--- src/hdl/l2c_cmp_pkg.sv ---
// L2 cache compare stage package with widths, opcodes and shared structs
package l2c_cmp_pkg;

  //==========================================================================
  // Widths
  //==========================================================================
  localparam int ADDR_W       = 33;
  localparam int TAG_INDEX_W  = 9;
  localparam int TAG_W        = ADDR_W - TAG_INDEX_W;
  localparam int DATA_INDEX_W = 13;
  localparam int SID_W        = 5;
  // Way vectors in the structs are sized for the largest cache
  localparam int MAX_WAYS     = 16;

  //==========================================================================
  // Request opcode
  //==========================================================================
  typedef enum logic [3:0] {
    OP_NOP         = 4'd0,
    OP_READ        = 4'd1,
    OP_ALCT        = 4'd2,
    OP_CLN         = 4'd3,
    OP_ICLN        = 4'd4,
    OP_WRITE_SD    = 4'd5,
    OP_WRITE_SC    = 4'd6,
    OP_WRITE_UD    = 4'd7,
    OP_WRITE_UC    = 4'd8,
    OP_INV         = 4'd9,
    OP_RELEASE     = 4'd10,
    OP_MAKE_UNIQUE = 4'd11,
    OP_MAKE_SHARED = 4'd12
  } cmp_op_e;

  //==========================================================================
  // Stage and RAM structs
  //==========================================================================
  typedef struct packed {
    logic valid;
    logic shared;
    logic dirty;
    logic pend;
  } line_status_t;

  typedef struct packed {
    logic [ADDR_W-1:0] addr;
    logic [SID_W-1:0]  sid;
    cmp_op_e           op;
  } stage_req_t;

  // One way as read back from tag and status RAMs
  typedef struct packed {
    logic [TAG_W-1:0] tag;
    line_status_t     status;
  } way_rd_t;

  typedef struct packed {
    logic                   cen;
    logic [TAG_INDEX_W-1:0] index;
    logic [MAX_WAYS-1:0]    wen;
  } tag_wr_t;

  typedef struct packed {
    logic         fifo;
    line_status_t line;
  } status_wen_t;

  typedef struct packed {
    logic                cen;
    logic [MAX_WAYS-1:0] way;
    status_wen_t         wen;
    line_status_t        din;
    logic [MAX_WAYS-1:0] fifo_din;
  } status_wr_t;

  typedef struct packed {
    logic                    req;
    logic                    wen;
    logic [DATA_INDEX_W-1:0] index;
  } data_req_t;

  typedef struct packed {
    logic              vld;
    logic [ADDR_W-1:0] addr;
    logic [SID_W-1:0]  sid;
  } snoop_req_t;

  typedef struct packed {
    logic hit;
    logic shared;
    logic dirty;
  } rfifo_resp_t;

  typedef struct packed {
    logic             create;
    logic [SID_W-1:0] sid;
    rfifo_resp_t      resp;
  } rfifo_t;

endpackage
--- src/hdl/l2c_cmp_top.sv ---
// L2 cache compare stage top level connecting the stage submodules
`timescale 1ns/1ps

module l2c_cmp_top
  import l2c_cmp_pkg::*;
#(
  parameter int NUM_WAYS = 16
)
(
  input  logic                   l2c_clk,
  input  logic                   cpurst_b,
  input  logic                   in_vld,
  input  stage_req_t             in_req,
  input  logic [NUM_WAYS-1:0]    way_hit,
  input  way_rd_t [NUM_WAYS-1:0] way_rd,
  input  logic [NUM_WAYS-1:0]    way_fifo,
  input  logic [NUM_WAYS-1:0]    refill_ptr,
  input  logic                   data_vld,
  input  logic                   data_ram_idle,
  input  logic                   tag_ram_idle,
  input  logic                   snoop_ready,
  output logic                   stage_vld,
  output logic                   stage_stall,
  output tag_wr_t                tag_wr,
  output status_wr_t             status_wr,
  output data_req_t              data_req,
  output snoop_req_t             snoop,
  output rfifo_t                 rfifo
);

  stage_req_t       cur;
  logic             load;
  logic             hit;
  line_status_t     hit_status;
  logic [TAG_W-1:0] victim_tag;
  logic             victim_vld;
  logic             req_vld;
  logic             pend_set;
  logic             refill;
  logic             stall_by_data;
  logic             snoop_grant;

  l2c_cmp_stage u_stage (
    .l2c_clk       (l2c_clk),
    .cpurst_b      (cpurst_b),
    .in_vld        (in_vld),
    .in_req        (in_req),
    .stall_by_data (stall_by_data),
    .req_vld       (req_vld),
    .tag_ram_idle  (tag_ram_idle),
    .cur           (cur),
    .stage_vld     (stage_vld),
    .stage_stall   (stage_stall),
    .load          (load)
  );

  l2c_cmp_way_sel #(.NUM_WAYS(NUM_WAYS)) u_way_sel (
    .stage_vld  (stage_vld),
    .way_hit    (way_hit),
    .way_rd     (way_rd),
    .way_fifo   (way_fifo),
    .hit        (hit),
    .hit_status (hit_status),
    .victim_tag (victim_tag),
    .victim_vld (victim_vld)
  );

  l2c_cmp_status_updt #(.NUM_WAYS(NUM_WAYS)) u_status_updt (
    .stage_vld     (stage_vld),
    .cur           (cur),
    .hit           (hit),
    .hit_status    (hit_status),
    .victim_vld    (victim_vld),
    .snoop_grant   (snoop_grant),
    .stall_by_data (stall_by_data),
    .way_hit       (way_hit),
    .way_rd        (way_rd),
    .way_fifo      (way_fifo),
    .refill_ptr    (refill_ptr),
    .tag_wr        (tag_wr),
    .status_wr     (status_wr),
    .req_vld       (req_vld),
    .pend_set      (pend_set),
    .refill        (refill)
  );

  l2c_cmp_data_req #(.NUM_WAYS(NUM_WAYS)) u_data_req (
    .l2c_clk       (l2c_clk),
    .cpurst_b      (cpurst_b),
    .load          (load),
    .stage_vld     (stage_vld),
    .cur           (cur),
    .hit           (hit),
    .hit_status    (hit_status),
    .refill        (refill),
    .way_hit       (way_hit),
    .refill_ptr    (refill_ptr),
    .data_vld      (data_vld),
    .data_ram_idle (data_ram_idle),
    .data_req      (data_req),
    .stall_by_data (stall_by_data)
  );

  l2c_cmp_snoop_req u_snoop_req (
    .l2c_clk     (l2c_clk),
    .cpurst_b    (cpurst_b),
    .load        (load),
    .stage_vld   (stage_vld),
    .cur         (cur),
    .victim_tag  (victim_tag),
    .victim_vld  (victim_vld),
    .snoop_ready (snoop_ready),
    .snoop       (snoop),
    .snoop_grant (snoop_grant)
  );

  l2c_cmp_rfifo_resp u_rfifo_resp (
    .stage_vld    (stage_vld),
    .stage_stall  (stage_stall),
    .cur          (cur),
    .hit          (hit),
    .hit_status   (hit_status),
    .pend_set     (pend_set),
    .victim_vld   (victim_vld),
    .data_vld     (data_vld),
    .tag_ram_idle (tag_ram_idle),
    .rfifo        (rfifo)
  );

endmodule

--- src/hdl/l2c_cmp_rfifo_resp.sv ---
// Response FIFO entry create decision and response bits
`timescale 1ns/1ps

module l2c_cmp_rfifo_resp
  import l2c_cmp_pkg::*;
(
  input  logic         stage_vld,
  input  logic         stage_stall,
  input  stage_req_t   cur,
  input  logic         hit,
  input  line_status_t hit_status,
  input  logic         pend_set,
  input  logic         victim_vld,
  input  logic         data_vld,
  input  logic         tag_ram_idle,
  output rfifo_t       rfifo
);

  logic hit_unique;
  logic create_op;

  assign hit_unique = hit & ~hit_status.shared;

  // Per-opcode completion condition
  always_comb
  begin
    case (cur.op)
      OP_READ:        create_op = ~hit;
      OP_WRITE_SD,
      OP_WRITE_SC,
      OP_WRITE_UD,
      OP_WRITE_UC:    create_op = data_vld & tag_ram_idle;
      OP_ALCT,
      OP_RELEASE:     create_op = tag_ram_idle;
      OP_CLN:         create_op = ~hit | ~hit_status.dirty;
      OP_ICLN:        create_op = ~hit | (~hit_status.dirty & tag_ram_idle);
      OP_INV:         create_op = ~hit | tag_ram_idle;
      OP_MAKE_UNIQUE: create_op = ~hit_status.shared | tag_ram_idle;
      OP_MAKE_SHARED: create_op = ~hit_unique | tag_ram_idle;
      default:        create_op = 1'b0;
    endcase
  end

  always_comb
  begin
    rfifo.create      = stage_vld & ~stage_stall & create_op;
    rfifo.sid         = cur.sid;
    // hit also flags a finished alct
    rfifo.resp.hit    = hit | pend_set;
    // an alct into an invalid way needed no snoop
    rfifo.resp.shared = hit_status.shared | ((cur.op == OP_ALCT) & ~victim_vld);
    rfifo.resp.dirty  = hit_status.dirty;
  end

endmodule

--- src/hdl/l2c_cmp_snoop_req.sv ---
// Victim snoop request for allocates, with snoop grant latch
`timescale 1ns/1ps

module l2c_cmp_snoop_req
  import l2c_cmp_pkg::*;
(
  input  logic             l2c_clk,
  input  logic             cpurst_b,
  input  logic             load,
  input  logic             stage_vld,
  input  stage_req_t       cur,
  input  logic [TAG_W-1:0] victim_tag,
  input  logic             victim_vld,
  input  logic             snoop_ready,
  output snoop_req_t       snoop,
  output logic             snoop_grant
);

  logic granted;

  // Ready may be a single pulse, so keep it until the next request
  always_ff @(posedge l2c_clk or negedge cpurst_b)
  begin
    if (!cpurst_b)
    begin
      granted <= 1'b0;
    end
    else if (load)
    begin
      granted <= 1'b0;
    end
    else if (snoop_ready)
    begin
      granted <= 1'b1;
    end
  end

  assign snoop_grant = snoop_ready | granted;

  // Evict a valid victim before the allocate
  always_comb
  begin
    snoop.vld  = stage_vld & (cur.op == OP_ALCT) & victim_vld & ~granted;
    snoop.addr = {victim_tag, cur.addr[TAG_INDEX_W-1:0]};
    snoop.sid  = cur.sid;
  end

endmodule

--- src/hdl/l2c_cmp_data_req.sv ---
// Data RAM request with one-shot tracking, data stall and way-encoded index
`timescale 1ns/1ps

module l2c_cmp_data_req
  import l2c_cmp_pkg::*;
#(
  parameter int NUM_WAYS = 16
)
(
  input  logic                l2c_clk,
  input  logic                cpurst_b,
  input  logic                load,
  input  logic                stage_vld,
  input  stage_req_t          cur,
  input  logic                hit,
  input  line_status_t        hit_status,
  input  logic                refill,
  input  logic [NUM_WAYS-1:0] way_hit,
  input  logic [NUM_WAYS-1:0] refill_ptr,
  input  logic                data_vld,
  input  logic                data_ram_idle,
  output data_req_t           data_req,
  output logic                stall_by_data
);

  localparam int WAY_ID_W = $clog2(NUM_WAYS);
  localparam int LOW_W    = DATA_INDEX_W - WAY_ID_W;

  logic                op_write;
  logic                data_rd;
  logic                data_wr;
  logic                done;
  logic [NUM_WAYS-1:0] way_ptr;
  logic [WAY_ID_W-1:0] way_id;

  assign op_write = (cur.op == OP_WRITE_SD) | (cur.op == OP_WRITE_SC)
                  | (cur.op == OP_WRITE_UD) | (cur.op == OP_WRITE_UC);

  // Read hits and dirty cleans both pull the line out of the data RAM
  assign data_rd = ((cur.op == OP_READ) & hit)
                 | (((cur.op == OP_CLN) | (cur.op == OP_ICLN)) & hit_status.dirty);
  assign data_wr = op_write & data_vld;

  // Set once the data RAM took the request
  always_ff @(posedge l2c_clk or negedge cpurst_b)
  begin
    if (!cpurst_b)
    begin
      done <= 1'b0;
    end
    else if (load)
    begin
      done <= 1'b0;
    end
    else if (data_req.req && data_ram_idle)
    begin
      done <= 1'b1;
    end
  end

  //==========================================================================
  // Way encode and request
  //==========================================================================
  assign way_ptr = refill ? refill_ptr : way_hit;

  always_comb
  begin
    way_id = '0;
    for (int i = 0; i < NUM_WAYS; i++)
    begin
      if (way_ptr[i])
        way_id = way_id | WAY_ID_W'(i);
    end
  end

  always_comb
  begin
    data_req.req   = stage_vld & (data_rd | data_wr) & ~done;
    data_req.wen   = data_wr;
    data_req.index = {way_id, cur.addr[LOW_W-1:0]};
  end

  // Writes also wait for their data to show up
  assign stall_by_data = stage_vld & ~done
                       & ((data_rd & ~data_ram_idle)
                       | (op_write & (~data_vld | ~data_ram_idle)));

  // Way encoder needs a single way behind every request
  a_way_onehot: assert property (
    @(posedge l2c_clk) disable iff (!cpurst_b)
    data_req.req |-> $onehot(way_ptr)
  );

endmodule

--- src/hdl/l2c_cmp_status_updt.sv ---
// Line status update with the tag RAM and status RAM write requests
`timescale 1ns/1ps

module l2c_cmp_status_updt
  import l2c_cmp_pkg::*;
#(
  parameter int NUM_WAYS = 16
)
(
  input  logic                   stage_vld,
  input  stage_req_t             cur,
  input  logic                   hit,
  input  line_status_t           hit_status,
  input  logic                   victim_vld,
  input  logic                   snoop_grant,
  input  logic                   stall_by_data,
  input  logic [NUM_WAYS-1:0]    way_hit,
  input  way_rd_t [NUM_WAYS-1:0] way_rd,
  input  logic [NUM_WAYS-1:0]    way_fifo,
  input  logic [NUM_WAYS-1:0]    refill_ptr,
  output tag_wr_t                tag_wr,
  output status_wr_t             status_wr,
  output logic                   req_vld,
  output logic                   pend_set,
  output logic                   refill
);

  logic                op_write;
  logic                op_write_dirty;
  logic                op_write_clean;
  logic                op_write_shared;
  logic                op_write_unique;
  logic                hit_unique;
  logic                valid_clr;
  logic                updt;
  line_status_t        set_bits;
  line_status_t        clr_bits;
  line_status_t        old_status;
  logic [NUM_WAYS-1:0] way_ptr;
  logic [NUM_WAYS-1:0] fifo_rot;

  //==========================================================================
  // Opcode decode
  //==========================================================================
  assign op_write_dirty  = (cur.op == OP_WRITE_SD) | (cur.op == OP_WRITE_UD);
  assign op_write_clean  = (cur.op == OP_WRITE_SC) | (cur.op == OP_WRITE_UC);
  assign op_write_shared = (cur.op == OP_WRITE_SD) | (cur.op == OP_WRITE_SC);
  assign op_write_unique = (cur.op == OP_WRITE_UD) | (cur.op == OP_WRITE_UC);
  assign op_write        = op_write_dirty | op_write_clean;
  assign hit_unique      = hit & ~hit_status.shared;

  // Write miss allocates the refill way
  assign refill    = op_write & ~hit;
  assign valid_clr = ((cur.op == OP_INV) | (cur.op == OP_ICLN)) & hit;
  // Alct may only pend once the victim is gone or snooped out
  assign pend_set  = (cur.op == OP_ALCT) & (~victim_vld | snoop_grant);

  //==========================================================================
  // Set and clear patterns
  //==========================================================================
  always_comb
  begin
    set_bits.valid  = refill;
    set_bits.shared = op_write_shared | ((cur.op == OP_MAKE_SHARED) & hit_unique);
    set_bits.dirty  = op_write_dirty;
    set_bits.pend   = pend_set;

    clr_bits.valid  = valid_clr;
    clr_bits.shared = op_write_unique | valid_clr
                    | ((cur.op == OP_MAKE_UNIQUE) & hit_status.shared);
    clr_bits.dirty  = op_write_clean | valid_clr
                    | (((cur.op == OP_CLN) | (cur.op == OP_ICLN)) & hit_status.dirty);
    clr_bits.pend   = (cur.op == OP_RELEASE) | refill;
  end

  assign updt    = |(set_bits | clr_bits);
  // Alct holds the tag RAM even while it waits for the snoop grant
  assign req_vld = stage_vld & (updt | (cur.op == OP_ALCT));

  // Target way of the status write
  always_comb
  begin
    if (refill || (cur.op == OP_RELEASE))
      way_ptr = refill_ptr;
    else if (cur.op == OP_ALCT)
      way_ptr = way_fifo;
    else
      way_ptr = way_hit;
  end

  always_comb
  begin
    old_status = '0;
    for (int i = 0; i < NUM_WAYS; i++)
    begin
      old_status = line_status_t'(old_status | (way_rd[i].status & {4{way_ptr[i]}}));
    end
  end

  // Replacement pointer advances by one way on every pend set
  assign fifo_rot = {way_fifo[NUM_WAYS-2:0], way_fifo[NUM_WAYS-1]};

  //==========================================================================
  // RAM write requests
  //==========================================================================
  always_comb
  begin
    tag_wr.cen   = stage_vld & refill & ~stall_by_data;
    tag_wr.index = cur.addr[TAG_INDEX_W-1:0];
    tag_wr.wen   = MAX_WAYS'(refill_ptr & {NUM_WAYS{stage_vld & refill}});

    status_wr.cen      = stage_vld & updt & ~stall_by_data;
    status_wr.way      = MAX_WAYS'(way_ptr);
    status_wr.wen.fifo = pend_set;
    status_wr.wen.line = line_status_t'(set_bits | clr_bits);
    // Refilled line starts from scratch
    status_wr.din      = refill ? set_bits
                                : line_status_t'((old_status | set_bits) & ~clr_bits);
    status_wr.fifo_din = MAX_WAYS'(fifo_rot);
  end

endmodule

--- src/hdl/l2c_cmp_way_sel.sv ---
// Hit summary with hit-way status and victim-way tag selection
`timescale 1ns/1ps

module l2c_cmp_way_sel
  import l2c_cmp_pkg::*;
#(
  parameter int NUM_WAYS = 16
)
(
  input  logic                   stage_vld,
  input  logic [NUM_WAYS-1:0]    way_hit,
  input  way_rd_t [NUM_WAYS-1:0] way_rd,
  input  logic [NUM_WAYS-1:0]    way_fifo,
  output logic                   hit,
  output line_status_t           hit_status,
  output logic [TAG_W-1:0]       victim_tag,
  output logic                   victim_vld
);

  assign hit = |way_hit;

  // AND-OR muxes, all-zero on a miss
  always_comb
  begin
    hit_status = '0;
    victim_tag = '0;
    victim_vld = 1'b0;
    for (int i = 0; i < NUM_WAYS; i++)
    begin
      hit_status = line_status_t'(hit_status | (way_rd[i].status & {4{way_hit[i]}}));
      victim_tag = victim_tag | (way_rd[i].tag & {TAG_W{way_fifo[i]}});
      victim_vld = victim_vld | (way_fifo[i] & way_rd[i].status.valid);
    end
  end

  // Tag compare never matches a line in two ways
  a_hit_onehot: assert final (!stage_vld || $onehot0(way_hit));

endmodule

--- src/hdl/l2c_cmp_stage.sv ---
// Compare stage request register with stage valid and stall generation
`timescale 1ns/1ps

module l2c_cmp_stage
  import l2c_cmp_pkg::*;
(
  input  logic       l2c_clk,
  input  logic       cpurst_b,
  input  logic       in_vld,
  input  stage_req_t in_req,
  input  logic       stall_by_data,
  input  logic       req_vld,
  input  logic       tag_ram_idle,
  output stage_req_t cur,
  output logic       stage_vld,
  output logic       stage_stall,
  output logic       load
);

  // Both terms arrive already qualified by stage_vld
  assign stage_stall = stall_by_data | (req_vld & ~tag_ram_idle);
  assign load        = in_vld & ~stage_stall;

  always_ff @(posedge l2c_clk or negedge cpurst_b)
  begin
    if (!cpurst_b)
    begin
      stage_vld <= 1'b0;
    end
    else if (!stage_stall)
    begin
      stage_vld <= in_vld;
    end
  end

  // Request payload
  always_ff @(posedge l2c_clk)
  begin
    if (load)
    begin
      cur <= in_req;
    end
  end

  // A stalled request stays in place and stays valid
  a_hold_on_stall: assert property (
    @(posedge l2c_clk) disable iff (!cpurst_b)
    stage_stall |=> $stable(cur) && stage_vld
  );

endmodule

--- config.mk ---
export PLATFORM = sky130hd
export DESIGN_NAME = l2c_cmp_top
export DESIGN_NICKNAME = d
export VERILOG_FILES = /design/src/hdl/l2c_cmp_pkg.sv /design/src/hdl/l2c_cmp_top.sv /design/src/hdl/l2c_cmp_rfifo_resp.sv /design/src/hdl/l2c_cmp_snoop_req.sv /design/src/hdl/l2c_cmp_data_req.sv /design/src/hdl/l2c_cmp_status_updt.sv /design/src/hdl/l2c_cmp_way_sel.sv /design/src/hdl/l2c_cmp_stage.sv
export SDC_FILE = /design/constraint.sdc
export NUM_CORES = 1
export LEC_CHECK = 0
export ABC_AREA = 1
export BUFFER_PORTS_ARGS = -buffer_cell sky130_fd_sc_hd__buf_4
export CORE_AREA = 2 2 263 265
export DETAILED_ROUTE_END_ITERATION = 10
export DIE_AREA = 0 0 265 267
export GPL_ROUTABILITY_DRIVEN = 1
export PLACE_DENSITY = 0.4
export SLEW_MARGIN = 20
export SYNTH_ARGS = -nofsm -noshare
export SYNTH_HDL_FRONTEND = slang
export SYNTH_SLANG_ARGS = --single-unit
--- constraint.sdc ---
create_clock -name l2c_clk -period 2.9 [get_ports l2c_clk]
set_input_delay 0.435 -clock l2c_clk [delete_from_list [all_inputs] [get_ports l2c_clk]]
set_output_delay 0.435 -clock l2c_clk [all_outputs]
set_load 0.02 [all_outputs]
# == After elaboration in Yosys (flattened, before gate mapping) ==
# Index checks and enable logic that the tools add are counted.
# totals
ff_bits,21
inputBits,545
memories,0
ram_bits,0
mem_bits_ro,0
latchBits,0
word_cells,251
# classes
n_mux,24
add_sub_neg,0
mul,0
order_cmp,0
n_eq_ne,12
div,0
n_shift,0
bitwise,201
n_reduce_logical,8
# op_table
operator,n
$and 24x24->24,16
$or 24x24->24,15
$and 4x4->4,17
$or 4x4->4,17
$and 3x3->3,16
$mux 16,3
$and 1x1->1,46
$or 1x1->1,45
$or 3x3->3,15
$mux 4,9
$eq 4x4->1 const B,5
$and 16x16->16,1
$eq 4x3->1 const B,4
$reduce_or 16->1,1
$mux 3,4
$not 1->1,12
$eq 4x2->1 const B,2
$pmux 1 s8,1
$reduce_or 4->1,2
$mux 1,5
$eq 4x1->1 const B,1
$mux 2,2
$not 4->4,1
$reduce_bool 2->1,2
3 further kinds,3

# == Longest topological paths before layout ==
# depth
word_depth,29
mapped_depth,15

# == Hierarchy ==
# From an unflattened synthesis, not the netlist that was laid out.
# unflattened
cells_unflattened,1681
hier_area_um2,8615.8
# modules_own_cells
module,seq_area_each_um2,instances,area_per_inst_um2,cells_each
l2c_cmp_way_sel,0.0,1,4440.5,1078
l2c_cmp_status_updt,0.0,1,1716.6,351
l2c_cmp_stage,1286.2,1,1322.5,51
l2c_cmp_data_req,25.0,1,519.2,93
l2c_cmp_snoop_req,25.0,1,360.3,51
l2c_cmp_rfifo_resp,0.0,1,256.5,57

# == Least setup slack after synthesis ==
# Ideal clock, no wire load.
# synth_path
path_type,register -> output
from,register u_stage.cur[0] (netlist name)
to,output rfifo[8] in the netlist's numbering
path_stages_with_launch,14
slack_ps,346
arrival_ps,2119
cell_sequence,edfxtp_1 > inv_2 > nand2_1 > nand2_2 > nand2_2 > nand3_4 > nand2_8 > inv_1 > nand3_1 > nor2_1 > nand3_1 > nand3_1 > nand2_1 > nor2_1
# synth_rtl
item,line,source
end: declaration,l2c_cmp_top.sv:28,output rfifo_t rfifo

==> key figures <==
Layout
  – Area growth syn-to-layout: 131%
  – Fin area: approximately 13000 µm²
  – Share of post-route cells with drive strength above 1: 53.6%
  – Final #Nets: 2314
  – Fin cells: between 2000 and 3000

Synthesis
  – Avg Inst Size Synth: ~5.4 µm²
  – Syn Nets: around 1600
  – Synthesis Warnings: 0
  – Syn Inst Count: 1050
  – Sequential share of the synthesized area: a little over a tenth
  – Post-synthesis cell type count: roughly 40
  – Largest cells by area after synthesis: nand2_1 (29%), nand3_1 (11%), edfxtp_1 (9.5%)
  – Cell with the most instances after synthesis: nand2_1
  – Flops & latches, synth: 21
  – Post-synth EDFFs: 18
  – Commonest cells post-synth: nand2_1 (441), nand3_1 (123), nor2_1 (73), buf_4 (55), inv_1 (52)
  – Area leader, netlist: nand2_1
  – Ys async rst share: around 14%
  – Primary FF master, synth: edfxtp_1
  – Mapped cell area: 5690 µm²
  – Yosys top cell area share: ~29%

Worst setup path
  – Critical path launch point: u_stage.cur[3]$_DFFE_PP_
  – Slowest CP cell: edfxtp_1
  – Critical path type: register to output pin
  – Crit start category: register
  – CP top delay family: simple AND/OR/NAND/NOR gates
  – Critical R2R Launch: u_stage.cur[3]$_DFFE_PP_
  – CP max FO: 7
  – WP data arrival: ~2.6 ns
  – Most frequent cell on the critical path: nor2_4
  – Critical path cell sequence: inv_2 -> nor2_4 -> nand2_2 -> nand2_4 -> nand3_4 -> buf_12 -> nand2_8 -> nand2_2 -> buf_4 -> nand3_1 -> nand2_1 -> nor2_2 -> nand3_2 -> nor2_4 -> nor2_4 -> buf_6
  – CP Buf/Inv Count: 4
  – WP data required: 2.47 ns
  – CP max stage delay: around 0.52 ns
  – Worst path depth: 16
  – Reg2Reg Depth: 17
  – Crit. End Element: output pin

Clocking
  – CTS root buf: clkbuf_16
  – Worst-Skew Late Latency: about 0.25 ns
  – CTS tree: yes
  – CTS H-Tree Depth: 1
  – CTS sink cnt: 21
  – Max clock buf depth: 2
  – Number of CTS-inserted buffers: 3
  – Clock transition at path regs: around 0.05 ns

Die
  – Row count: 96
  – Die width: about 270 µm
  – Die Area: slightly above 70000 µm²
  – # IOs: 678
  – Starting Density: approximately 8.4%
  – DIE HEIGHT: ~270 µm
  – Core area: 68000 µm²

STA
  – Slew Limit Fails: 0
  – Fmax: about 0.33 GHz
  – Fin crit share: 103%
  – Worst-margin pin slew: 0.585 ns
  – Slew HR: 61.0%
  – Setup ws final: -0.0957 ns
  – Number of setup violations in the final report: 6
  – RSZ-0062 raised after global routing: yes
  – Fin crit period: 3.00 ns
  – Hold Fails Final Rpt: 0
  – Final setup skew: between 0.002 and 0.0025 ns

Placement
  – HPWL after detailed placement: between 60000 and 70000 µm
  – Placed insts: about 2600
  – PortBufs: roughly 650
  – Pre-CTS setup slack: -0.292 ns
  – DP Area: 12200 µm²
  – Routability Congestion: between 0.9 and 1

Outcome
  – Violations in the final reports: setup timing
  – Status: finished, violations left

Flow run
  – Max-cap violations: 0

Power
  – Power Density: approximately 240 nW/µm²
  – Sw Pwr: approximately 1.4 mW
  – Peak VDD IR: 197 µV
  – Sequential power share: 13.1%
  – Switching Fraction: between 40% and 50%
  – Pleak: 6.82 nW
  – Comb pwr share: between 70 and 80%
  – Internal power: ~1.7 mW
  – Power share of the clock group: under 10%
  – Final Power: between 3 and 4 mW

Detailed routing
  – WL/cell: 26.4 µm
  – DR vias/cell: between 4 and 5
  – Antenna Nets Post-Route: 0
  – 1st-pass router iterations: 5
  – Iteration-0 DRC Markers: between 600 and 700
  – DRC violations left: 0
  – Final wirelength: ~70000 µm
  – Routed via count: about 11000

Worst hold path
  – Worst Min Path Start: in_req[14]
  – Hold crit path type: input port to register
  – Worst Hold Depth: 1

Global route
  – Congestion Overflow GR: 0
  – Pin count of the biggest net entering global routing: 27
  – First-pass GRT wire length: approximately 91000 µm
  – Overall Global Routing Usage: between 10% and 20%
  – Initial antenna violation count: 26
  – Number of global-route vias before repair: 10900
==> logic make-up after synthesis <==
| group | synth area share (%) |
|---|---|
| DFF | 10.8 |
| and+or+nand+nor | 55.6 |
| buffers and inverters | 15.4 |
| AOI/OAI and AO/OA | 18.1 |
==> cells in the final DEF (no fill, tap or decap), types with 3 or more instances in the layout <==
cell,n
buf_6,19
nand3b_1,3
edfxtp_1,18
nand3_2,28
nand4_1,23
nand2_2,15
a211oi_2,3
dfrtp_1,3
nand2_8,3
a22o_1,25
nor2_4,12
nor2_1,51
inv_1,49
buf_12,17
and2_4,5
nand3_1,97
a21oi_1,7
inv_2,9
o21ai_0,16
nor3_1,8
a211oi_1,13
nor2_2,16
clkbuf_16,4
o21ai_1,10
nand2_1,428
nand2_4,13
and2_1,8
a221oi_1,49
diode_2,9
buf_4,784
a21oi_2,6
==> through the flow <==
| step | setup TNS (ns) | util, % | hold slack, ns |
|---|---|---|---|
| after floorplan | 0 | - | 0.139 |
| after global placement | -1.89 | 18.0 | 0.234 |
| after detailed placement | -1.41 | 18.0 | 0.233 |
| after CTS | -0.396 | 18.7 | 0.356 |
| after global routing | -1.31 | 19.4 | 0.353 |
| final | -0.339 | 19.4 | 0.361 |
==> cell type report <==
type	count	area, µm²
Multi-Input combinational cell	859	4600
Clock buffer	4	78.8
Tap cell	882	1100
Antenna cell	9	22.5
Timing Repair Buffer	824	6520
Fill cell	7894	54800
Inverter	60	230
Sequential cell	21	616
==> path summary, 6_finish.rpt <==
kind | slack, ns | endpoint
worst max-delay path | -0.1 | status_wr[17]
worst min-delay path | 0.36 | u_stage.cur[14]$_DFFE_PP_
worst max register to register | 0.24 | u_stage.cur[9]$_DFFE_PP_
worst min register to register | 0.58 | u_data_req.done$_DFFE_PN0P_
max in group asynchronous | 2.27 | u_snoop_req.granted$_DFFE_PN0P_
min in group asynchronous | 0.54 | u_data_req.done$_DFFE_PN0P_
==> power by group through the flow <==
stage,Combinational (mW),Clock (mW),Sequential [mW]
finish,2.44,0.284,0.410
global route,2.61,0.305,0.414
CTS,2.35,0.292,0.409
detailed placement,2.28,0,0.414
global placement,2.28,0,0.413
floorplan,0.892,0,0.412
==> layer usage <==
layer  global-route usage (%)  up-vias  share of wire (%)
met3                     3.19       78                6.5
met4                     2.60       10                2.0
met5                        0        -              0.087
met2                     35.0      592                 51
li1                         -     4945                  -
met1                     22.5     5137                 40
==> registers in the layout (all words and copies together), names as in the netlist <==
register / count
u_stage.cur: 18
u_data_req.done: 1
u_snoop_req.granted: 1
u_stage.stage_vld: 1
==> what timing repair did <==
action	in CTS	in global routing
setup endpoints to repair	11	22
endpoints found under the hold margin	3	0
pin swaps	23	40
buffers inserted	13	19
gates resized for setup	62	75
hold buffers	1	0
cloned	2	1
==> worst reg2reg max path, delay by kind of cell (launching register included) <==
kind	cells	cell delay [ns]
and+or+nand+nor	10	0.97
buffers and inverters	7	0.89
DFF	1	0.52
Note: power is estimated with default switching activity, not from simulation.
